[src/fpmul_pkg.sv]
package fpmul_pkg;

    // ieee single precision field widths
    localparam int EXP_W    = 8;
    localparam int FRAC_W   = 23;
    localparam int MANT_W   = FRAC_W + 1;
    localparam int PROD_W   = 2 * MANT_W;
    localparam int EXP_BIAS = 127;

    // registered reduction levels in the carry-save tree
    localparam int CSA_LEVELS = 7;

    // packed word as seen on the ports
    typedef struct packed {
        logic              sign;
        logic [EXP_W-1:0]  exp;
        logic [FRAC_W-1:0] frac;
    } fp32_t;

    // unpacked operand, hidden bit included in mant
    typedef struct packed {
        logic              sign;
        logic [EXP_W-1:0]  exp;
        logic [MANT_W-1:0] mant;
    } fp_fields_t;

    // sign and biased exponent of the result before normalization
    typedef struct packed {
        logic             sign;
        logic [EXP_W-1:0] exp;
    } sign_exp_t;

endpackage

[src/partial_products.sv]
`timescale 1ns/1ps

module partial_products (
    input  logic                                                clk,
    input  logic                                                arst_n,
    input  logic [fpmul_pkg::MANT_W-1:0]                        mant_a,
    input  logic [fpmul_pkg::MANT_W-1:0]                        mant_b,
    output logic [fpmul_pkg::MANT_W-1:0][fpmul_pkg::PROD_W-1:0] rows
);
    import fpmul_pkg::*;

    logic [MANT_W-1:0][PROD_W-1:0] rows_d;

    // row i is mant_a gated by bit i of mant_b, weighted by 2^i
    always_comb begin
        for (int i = 0; i < MANT_W; i++) begin
            rows_d[i] = {{MANT_W{1'b0}}, mant_a & {MANT_W{mant_b[i]}}} << i;
        end
    end

    always_ff @(posedge clk or negedge arst_n) begin
        if (!arst_n) begin
            rows <= '0;
        end else begin
            rows <= rows_d;
        end
    end

endmodule

[src/csa_tree.sv]
`timescale 1ns/1ps

module csa_tree (
    input  logic                                                clk,
    input  logic                                                arst_n,
    input  logic [fpmul_pkg::MANT_W-1:0][fpmul_pkg::PROD_W-1:0] rows,
    output logic [fpmul_pkg::PROD_W-1:0]                        sum_row,
    output logic [fpmul_pkg::PROD_W-1:0]                        carry_row
);
    import fpmul_pkg::*;

    // rows left after lvl levels of 3:2 compression
    function automatic int rows_at(input int lvl);
        int n;
        n = MANT_W;
        for (int i = 0; i < lvl; i++) begin
            n = 2 * (n / 3) + n % 3;
        end
        return n;
    endfunction

    // 24 -> 16 -> 11 -> 8 -> 6 -> 4 -> 3 -> 2
    for (genvar l = 0; l < CSA_LEVELS; l++) begin : g_lvl
        localparam int N_IN  = rows_at(l);
        localparam int N_CSA = N_IN / 3;
        localparam int N_OUT = rows_at(l + 1);

        logic [N_IN-1:0][PROD_W-1:0]  din;
        logic [N_OUT-1:0][PROD_W-1:0] nxt;
        logic [N_OUT-1:0][PROD_W-1:0] q;

        if (l == 0) begin : g_src_in
            assign din = rows;
        end else begin : g_src_prev
            assign din = g_lvl[l-1].q;
        end

        always_comb begin
            for (int k = 0; k < N_CSA; k++) begin
                nxt[2*k] = din[3*k] ^ din[3*k+1] ^ din[3*k+2];
                // majority moves up one weight, top carry falls off
                nxt[2*k+1] = ((din[3*k] & din[3*k+1]) |
                              (din[3*k] & din[3*k+2]) |
                              (din[3*k+1] & din[3*k+2])) << 1;
            end
            // leftover rows skip this level
            for (int j = 0; j < N_IN % 3; j++) begin
                nxt[2*N_CSA+j] = din[3*N_CSA+j];
            end
        end

        always_ff @(posedge clk or negedge arst_n) begin
            if (!arst_n) begin
                q <= '0;
            end else begin
                q <= nxt;
            end
        end
    end

    assign sum_row   = g_lvl[CSA_LEVELS-1].q[0];
    assign carry_row = g_lvl[CSA_LEVELS-1].q[1];

endmodule

[src/prefix_adder.sv]
`timescale 1ns/1ps

module prefix_adder #(
    parameter int WIDTH = 8
) (
    input  logic             clk,
    input  logic             arst_n,
    input  logic [WIDTH-1:0] x,
    input  logic [WIDTH-1:0] y,
    input  logic             cin,
    output logic [WIDTH-1:0] sum,
    output logic             cout
);
    localparam int LEVELS = $clog2(WIDTH);
    localparam int POS    = WIDTH + 1;

    // kill 00, propagate 01, generate 11; bit 1 is the carry once resolved
    localparam logic [1:0] PROP = 2'b01;

    function automatic logic [1:0] encode(input logic xb, input logic yb);
        return {xb & yb, xb | yb};
    endfunction

    function automatic logic [1:0] combine(input logic [1:0] cur, input logic [1:0] prev);
        return (cur == PROP) ? prev : cur;
    endfunction

    logic [POS-1:0][1:0] kpg_init;
    logic [POS-1:0][1:0] kpg_last;
    logic [WIDTH-1:0]    carry;

    // position 0 is the carry-in, position i+1 is operand bit i
    always_comb begin
        kpg_init[0] = {cin, cin};
        for (int i = 1; i < POS; i++) begin
            kpg_init[i] = encode(x[i-1], y[i-1]);
        end
    end

    for (genvar l = 0; l < LEVELS; l++) begin : g_level
        localparam int DIST = 1 << l;

        logic [POS-1:0][1:0] src;
        logic [POS-1:0][1:0] nxt;
        logic [WIDTH-1:0]    half_src;
        logic [POS-1:0][1:0] kpg_q;
        logic [WIDTH-1:0]    half_q;

        if (l == 0) begin : g_first
            assign src      = kpg_init;
            assign half_src = x ^ y;
        end else begin : g_rest
            assign src      = g_level[l-1].kpg_q;
            assign half_src = g_level[l-1].half_q;
        end

        for (genvar i = 0; i < POS; i++) begin : g_pos
            if (i < DIST) begin : g_keep
                assign nxt[i] = src[i];
            end else begin : g_merge
                assign nxt[i] = combine(src[i], src[i-DIST]);
            end
        end

        // operand xor rides along so the sum uses matching operands
        always_ff @(posedge clk or negedge arst_n) begin
            if (!arst_n) begin
                kpg_q  <= '0;
                half_q <= '0;
            end else begin
                kpg_q  <= nxt;
                half_q <= half_src;
            end
        end
    end

    assign kpg_last = g_level[LEVELS-1].kpg_q;

    always_comb begin
        for (int i = 0; i < WIDTH; i++) begin
            carry[i] = kpg_last[i][1];
        end
    end

    always_ff @(posedge clk or negedge arst_n) begin
        if (!arst_n) begin
            sum  <= '0;
            cout <= 1'b0;
        end else begin
            sum  <= g_level[LEVELS-1].half_q ^ carry;
            cout <= kpg_last[WIDTH][1];
        end
    end

endmodule

[src/exponent_path.sv]
`timescale 1ns/1ps

module exponent_path #(
    parameter int ALIGN_DELAY = 7
) (
    input  logic                  clk,
    input  logic                  arst_n,
    input  fpmul_pkg::fp_fields_t op_a,
    input  fpmul_pkg::fp_fields_t op_b,
    output fpmul_pkg::sign_exp_t  sign_exp
);
    import fpmul_pkg::*;

    localparam int ADD_LAT = $clog2(EXP_W) + 1;
    localparam logic [EXP_W-1:0] BIAS_INV = ~EXP_BIAS[EXP_W-1:0];

    logic [EXP_W-1:0]     exp_sum;
    logic [EXP_W-1:0]     exp_unbiased;
    logic [2*ADD_LAT-1:0] sign_pipe;
    sign_exp_t            align_q [ALIGN_DELAY];

    prefix_adder #(.WIDTH(EXP_W)) u_exp_add (
        .clk    (clk),
        .arst_n (arst_n),
        .x      (op_a.exp),
        .y      (op_b.exp),
        .cin    (1'b0),
        .sum    (exp_sum),
        .cout   ()
    );

    // ea + eb - bias, modulo 2^8, result assumed in range
    prefix_adder #(.WIDTH(EXP_W)) u_bias_sub (
        .clk    (clk),
        .arst_n (arst_n),
        .x      (exp_sum),
        .y      (BIAS_INV),
        .cin    (1'b1),
        .sum    (exp_unbiased),
        .cout   ()
    );

    // sign matched to both adders, then sign and exponent wait for the mantissa
    always_ff @(posedge clk or negedge arst_n) begin
        if (!arst_n) begin
            sign_pipe <= '0;
            for (int i = 0; i < ALIGN_DELAY; i++) begin
                align_q[i] <= '0;
            end
        end else begin
            sign_pipe  <= {sign_pipe[2*ADD_LAT-2:0], op_a.sign ^ op_b.sign};
            align_q[0] <= '{sign: sign_pipe[2*ADD_LAT-1], exp: exp_unbiased};
            for (int i = 1; i < ALIGN_DELAY; i++) begin
                align_q[i] <= align_q[i-1];
            end
        end
    end

    assign sign_exp = align_q[ALIGN_DELAY-1];

endmodule

[src/normalize_pack.sv]
`timescale 1ns/1ps

module normalize_pack (
    input  logic                         clk,
    input  logic                         arst_n,
    input  logic [fpmul_pkg::PROD_W-1:0] mant_prod,
    input  fpmul_pkg::sign_exp_t         sign_exp,
    output fpmul_pkg::fp32_t             product
);
    import fpmul_pkg::*;

    fp32_t result;

    // product of two mantissas lies in [1, 4), top bit picks the window
    // slots still flushing out of reset carry a zero mantissa and stay zero
    always_comb begin
        result = '0;
        if (mant_prod[PROD_W-1]) begin
            result.sign = sign_exp.sign;
            result.exp  = sign_exp.exp + 1'b1;
            result.frac = mant_prod[PROD_W-2 -: FRAC_W];
        end else if (mant_prod[PROD_W-2]) begin
            result.sign = sign_exp.sign;
            result.exp  = sign_exp.exp;
            result.frac = mant_prod[PROD_W-3 -: FRAC_W];
        end
    end

    // truncated, no rounding
    always_ff @(posedge clk or negedge arst_n) begin
        if (!arst_n) begin
            product <= '0;
        end else begin
            product <= result;
        end
    end

endmodule

[src/fpmul_top.sv]
`timescale 1ns/1ps

module fpmul_top (
    input  logic             clk,
    input  logic             arst_n,
    input  fpmul_pkg::fp32_t a,
    input  fpmul_pkg::fp32_t b,
    output fpmul_pkg::fp32_t product
);
    import fpmul_pkg::*;

    localparam int MANT_ADD_LAT = $clog2(PROD_W) + 1;
    localparam int EXP_ADD_LAT  = $clog2(EXP_W) + 1;
    // pp stage + tree + mantissa adder, minus the two exponent adders
    localparam int ALIGN_DELAY  = 1 + CSA_LEVELS + MANT_ADD_LAT - 2 * EXP_ADD_LAT;

    fp_fields_t                    op_a;
    fp_fields_t                    op_b;
    logic [MANT_W-1:0][PROD_W-1:0] pp_rows;
    logic [PROD_W-1:0]             sum_row;
    logic [PROD_W-1:0]             carry_row;
    logic [PROD_W-1:0]             mant_prod;
    sign_exp_t                     sign_exp;

    // operand capture with the hidden bit restored
    always_ff @(posedge clk or negedge arst_n) begin
        if (!arst_n) begin
            op_a <= '0;
            op_b <= '0;
        end else begin
            op_a <= '{sign: a.sign, exp: a.exp, mant: {1'b1, a.frac}};
            op_b <= '{sign: b.sign, exp: b.exp, mant: {1'b1, b.frac}};
        end
    end

    partial_products u_pp (
        .clk    (clk),
        .arst_n (arst_n),
        .mant_a (op_a.mant),
        .mant_b (op_b.mant),
        .rows   (pp_rows)
    );

    csa_tree u_tree (
        .clk       (clk),
        .arst_n    (arst_n),
        .rows      (pp_rows),
        .sum_row   (sum_row),
        .carry_row (carry_row)
    );

    prefix_adder #(.WIDTH(PROD_W)) u_mant_add (
        .clk    (clk),
        .arst_n (arst_n),
        .x      (sum_row),
        .y      (carry_row),
        .cin    (1'b0),
        .sum    (mant_prod),
        .cout   ()
    );

    exponent_path #(.ALIGN_DELAY(ALIGN_DELAY)) u_exp (
        .clk      (clk),
        .arst_n   (arst_n),
        .op_a     (op_a),
        .op_b     (op_b),
        .sign_exp (sign_exp)
    );

    normalize_pack u_norm (
        .clk       (clk),
        .arst_n    (arst_n),
        .mant_prod (mant_prod),
        .sign_exp  (sign_exp),
        .product   (product)
    );

endmodule

[config.mk]
export PLATFORM = sky130hd
export DESIGN_NAME = fpmul_top
export DESIGN_NICKNAME = d
export VERILOG_FILES = /design/src/fpmul_pkg.sv /design/src/partial_products.sv /design/src/csa_tree.sv /design/src/prefix_adder.sv /design/src/exponent_path.sv /design/src/normalize_pack.sv /design/src/fpmul_top.sv
export SDC_FILE = /design/constraint.sdc
export NUM_CORES = 2
export LEC_CHECK = 0
export ABC_AREA = 0
export BUFFER_PORTS_ARGS = -buffer_cell sky130_fd_sc_hd__buf_2
export CAP_MARGIN = 5
export CORE_AREA = 2 2 449 451
export CTS_BUF_LIST = sky130_fd_sc_hd__clkbuf_4
export DETAILED_ROUTE_END_ITERATION = 12
export DIE_AREA = 0 0 451 453
export PLACE_DENSITY = 0.7
export SLEW_MARGIN = 10
export SYNTH_ARGS = -nofsm -noshare
export SYNTH_HDL_FRONTEND = slang
export SYNTH_SLANG_ARGS = --single-unit
[constraint.sdc]
create_clock -name clk -period 1.52 [get_ports clk]
set_input_delay 0.076 -clock clk [delete_from_list [all_inputs] [get_ports clk]]
set_output_delay 0.076 -clock clk [all_outputs]
set_load 0.01 [all_outputs]
Word level (Yosys, flattened, before mapping):

Cells that the tools add are included.

* bits in registers: 4146
* bits of input ports: 66
* output and inout port bits: 32
* word-level logic and storage cells: 1237

* add/subtract/negate cells: 1
* eq/ne operators: 251
* mux-type cells: 260
* bitwise gates (word level): 291

Operators with widths (count)
* bitwise OR 47 bit: 44
* AND 47 bit: 42
* bitwise XOR 48 bit: 30
* AND 24 bit: 24
* 2-to-1 mux 2 bit: 248
* equality test 2 x 1 -> 1 bit, second input constant: 241
* 2-to-1 mux 32 bit: 2
* AND 1 bit: 53
* bitwise OR 1 bit: 53
* bitwise XOR 48 x 26 -> 48 bit: 1
* bitwise XOR 48 x 29 -> 48 bit: 1
* bitwise XOR 48 x 32 -> 48 bit: 1
* bitwise XOR 48 x 35 -> 48 bit: 1
* bitwise XOR 48 x 38 -> 48 bit: 1
* bitwise XOR 48 x 41 -> 48 bit: 1
* bitwise XOR 48 x 44 -> 48 bit: 1
* bitwise XOR 48 x 47 -> 48 bit: 1
* AND 45 x 47 -> 47 bit: 1
* AND 46 x 47 -> 47 bit: 1
* AND 45 x 46 -> 46 bit: 1
* bitwise XOR 45 x 46 -> 46 bit: 1
* AND 42 x 44 -> 44 bit: 1
* AND 43 x 44 -> 44 bit: 1
* AND 42 x 43 -> 43 bit: 1
* 31 further kinds: 51

Logic depth before layout (Yosys ltp):

* depth in word-level cells: 3
* mapped depth: 6
* gate-level depth less buffers: 4

Hierarchy:

A second synthesis with hierarchy kept.

* cells, all modules: 7244
* area total of the unflattened synthesis: 138581.7 µm²

Modules (own cells, without submodules)
* csa_tree: times used 1, cells each 3414, area each 80113.1 µm², sequential area each 59106.7 µm²
* prefix_adder (u_mant_add): times used 1, cells each 1468, area each 25933.6 µm², sequential area each 20369.5 µm²
* partial_products: times used 1, cells each 1825, area each 22881.9 µm², sequential area each 14413.8 µm²
* prefix_adder (u_exp.u_bias_sub ...): times used 2, cells each 144, area each 2446.1 µm², sequential area each 1801.7 µm²
* exponent_path: times used 1, cells each 83, area each 1860.5 µm², sequential area each 1776.7 µm²
* fpmul_top: times used 1, cells each 67, area each 1634.1 µm², sequential area each 1626.6 µm²
* normalize_pack: times used 1, cells each 99, area each 1266.2 µm², sequential area each 800.8 µm²

Worst setup path after synthesis:

OpenSTA, ideal clock, no wires.

* path kind: reg2reg
* start: register u_mant_add.sum[47]
* end: register u_norm.product[28] (netlist name)
* library setup time: 69 ps
* data arrival time: 1084 ps
* required time: 1451 ps
* slack: 368 ps
* stages on the path, launching flop included: 5
* buffers on the path: 1
* clock period less this slack: 1152 ps
* path through: dfrtp_1 > buf_2 > inv_1 > or4_1 > nand3_1

RTL lines
* start, declared: RTL line prefix_adder.sv:11 `output logic [WIDTH-1:0] sum,`
* start signal, assigned: RTL line prefix_adder.sv:90 `sum <= g_level[LEVELS-1].half_q ^ carry;`

Final worst setup path:

* start: register u_norm.product[0] (netlist name)
* end: output port product[0] (netlist bit)

RTL lines
* end, declared: RTL line fpmul_top.sv:8 `output fpmul_pkg::fp32_t product`

No word-level cell between the ends.

==> results.py <==
metrics = {
    "routing": {
        "wl_per_cell_um": 17.7,
        "wl_um": 156000,
        "drt-initial-drc-count": 1769,
        "dr_wl_met2_um": 78800,
        "ant_nets": 0,
        "maxUsedRoutingLayer": "met5",
        "met3RoutedLength_um": 6490,
        "viasPerCell": 4.49,
        "route.detailed.drc": 0,
        "via_count": 39441,
        "firstDrtPassIters": 5,
        "wl_met1_um": 66900,
    },
    "critical_path": {
        "path_class": "flip-flop to output port",
        "arrival_ns": 1.84,
        "cp_slowest_cell": "dfrtp_1",
        "reg2regPathDepth": 3,
        "path_max_fanout": 1,
        "crit_path_end_kind": "output port",
        "crit_family": "flip-flops",
        "cp-start-kind": "flip-flop",
        "critPathRequiredTime_ns": 1.44,
        "crit_buf_inv": 1,
        "rrSetupSlack_ns": 0.22,
        "r2r-start": "u_mant_add.sum[47]",
        "crit_path_max_incr_delay_ns": 0.38,
        "cp_cell_sequence": "buf_2",
        "r2r_end": "u_norm.product[30]",
    },
    "cts": {
        "numCtsBuffers": 670,
        "worstSkewPairLatency_ns": 1.36,
        "root_buffer": "clkbuf_4",
        "cts_tree": "yes",
        "clkTransAtPathRegs_ns": 0.06,
        "h-tree-depth": 6,
        "clock_sinks": 2768,
        "clockBufferDepth": 4,
    },
    "floorplanning": {
        "coreArea_um2": 199000,
        "io_pins": 98,
        "core.rowCount": 164,
        "die-area_um2": 204000,
        "initial_core_util_pct": 44.9,
        "die_h_um": 453,
        "die_w_um": 451,
    },
    "final_layout": {
        "final_cell_mix": "2,768 x dfrtp_1, 948 x clkbuf_4, 590 x and2_1",
        "drive_above_1_share_pct": 21.3,
        "final_cells": 8791,
        "syn_to_final_growth_pct": 17.2,
        "finish.instance_area_um2": 105000,
        "layout.cells.most_common": "dfrtp_1",
        "nets": 6442,
    },
    "sta": {
        "hold_viol": 0,
        "post-route-period-util_pct": 126,
        "fmax_mhz": 523,
        "worst_slew_pin_slew_ns": 0.663,
        "fin_crit_ns": 1.91,
        "clock_skew_ns": 0.122,
        "rsz0062_at_grt": "yes",
        "setup_slack_ns": -0.393,
        "relSlewSlack_pct": 55.8,
        "drv_slew": 0,
        "report.final.setup_viol": 32,
    },
    "worst_hold_path": {
        "holdCritPathClass": "flip-flop to flip-flop",
        "min_path_cells": 0,
        "worstHoldStart": "u_mant_add.g_level[3].half_q[46]",
        "hold_path_end": "u_mant_add.g_level[4].half_q[46]",
    },
    "pwr": {
        "peakVddDrop_v": 0.00104,
        "p_leak_nw": 52.3,
        "pwr_density_cell_nw_per_um2": 1700,
    },
    "yosys": {
        "syn_inst": 4689,
        "synth.avg_cell_area_um2": 19.1,
        "ys_types": 25,
        "ys_warn_count": 0,
        "syn_area_um2": 89500,
        "ys_seq_elements": 2768,
        "synth_fp_nets": 5437,
        "seq_area_frac_synth_pct": 77.4,
    },
    "flow_run": {
        "cap_viol_max_count": 0,
    },
    "global_routing": {
        "grt_pass1_vias": 46967,
        "antenna_found_initial": 11,
        "grt_max_degree": 90,
        "grt_first_pass_wirelength_um": 256000,
        "overflow": 0,
        "gr-usage-all-layers_pct": 16.2,
    },
    "placed_design": {
        "port_buffers": 97,
        "gp_congestion": 0.777,
        "place_inst": 7482,
        "dp_hpwl_um": 101000,
        "placed_area_um2": 94700,
    },
    "outcome": {
        "violations": "setup timing",
        "outcome": "finished, violations left",
    },
}
==> state kept, by name, summed over array words and instances, names as in the netlist, 23 cells and up <==
signal,cells
op_a,32
op_b,32
u_exp.align_q,54
u_exp.u_bias_sub.g_level.half_q,23
u_exp.u_exp_add.g_level.half_q,24
u_mant_add.carry,25
u_mant_add.g_level.half_q,150
u_mant_add.g_level.kpg_q,321
u_mant_add.sum,25
u_norm.product,32
u_pp.rows,574
u_tree.carry_row,40
u_tree.g_lvl.q,1312
u_tree.sum_row,40
==> final cells by class <==
type,instances,area (um^2)
timing repair buffer,464,4380
tap,2656,3320
antenna,12,30.0
fill,15482,94400
sequential,2768,69300
clock buffer,948,7120
multi-input combinational,1697,19400
inverter,93,349
clock inverter,153,1010
==> cell families (layout without fill, tap and decap cells) <==
group | count (synthesis) | in the layout | synth area share [%]
muxes | 86 | 86 | 1.02
adders and majority gates | 682 | 682 | 13.6
other | 1 | 13 | 0.00419
DFF | 2768 | 2768 | 77.4
AOI/OAI and AO/OA | 274 | 274 | 2.31
xor gates and xnor gates | 45 | 45 | 0.440
buffers and inverters | 224 | 1658 | 0.945
and+or+nand+nor | 609 | 609 | 4.23
==> how the worst max path moves through the flow <==
stage	start	to	cells after the start
after floorplan	u_mant_add.sum[47]	u_norm.product[28]	4
after global placement	u_mant_add.sum[47]	u_norm.product[28]	3
after detailed placement	u_mant_add.sum[47]	u_norm.product[30]	3
after CTS	u_norm.product[0]	product[0]	1
after global routing	u_norm.product[0]	product[0]	1
final	u_norm.product[0]	product[0]	1
==> timing repair <==
item / CTS / global route
buffers inserted: 0 / 0
resized for setup: 2 / 1
endpoints found under the setup margin: 32 / 32
hold buffers: 196 / 0
endpoints found under the hold margin: 2832 / 0
==> stage by stage <==
step	power, mW	setup slack, ns	setup TNS, ns	hold slack [ns]	util, %
2_1_floorplan	110	0.368	0	-0.220	-
3_3_place_gp	121	0.276	0	-0.0750	47.5
3_5_place_dp	123	0.235	0	-0.0751	47.5
4_1_cts	182	-0.620	-18.04	0.132	52.6
5_1_grt	190	-0.575	-16.71	0.234	52.6
6_report	179	-0.393	-11.42	0.294	52.6
==> power by group <==
group,total (mW),internal [mW],switching [mW]
clock,57.7,31.0,26.6
sequential,100,90.8,9.54
combinational,20.6,10.2,10.4
==> cell usage after synthesis, drive strengths merged <==
cell	n	area, um^2
fa	488	9770
nand2	10	37.5
a21o	141	1060
o211ai	3	22.5
a22o	21	184
buf	4	20.0
and2	590	3690
conb	1	3.75
clkbuf	127	477
inv	93	349
or4	2	15.0
dfrtp	2768	69300
o21a	101	758
o21ai	6	30.0
ha	194	2430
nand4	2	18.8
o31ai	1	7.51
nand3	4	20.0
xnor2	1	8.76
nor2b	1	6.26
mux2	44	495
o221ai	1	8.76
mux2i	42	420
xor2	44	385
==> routing by layer <==
layer  vias to the layer above  global-route usage [%]
met3                       284                    3.92
met2                       802                    26.5
met1                     21156                    21.2
li1                      17195                       -
met5                         -                       0
met4                         4                    6.19
(Power assumes the default switching activity.)
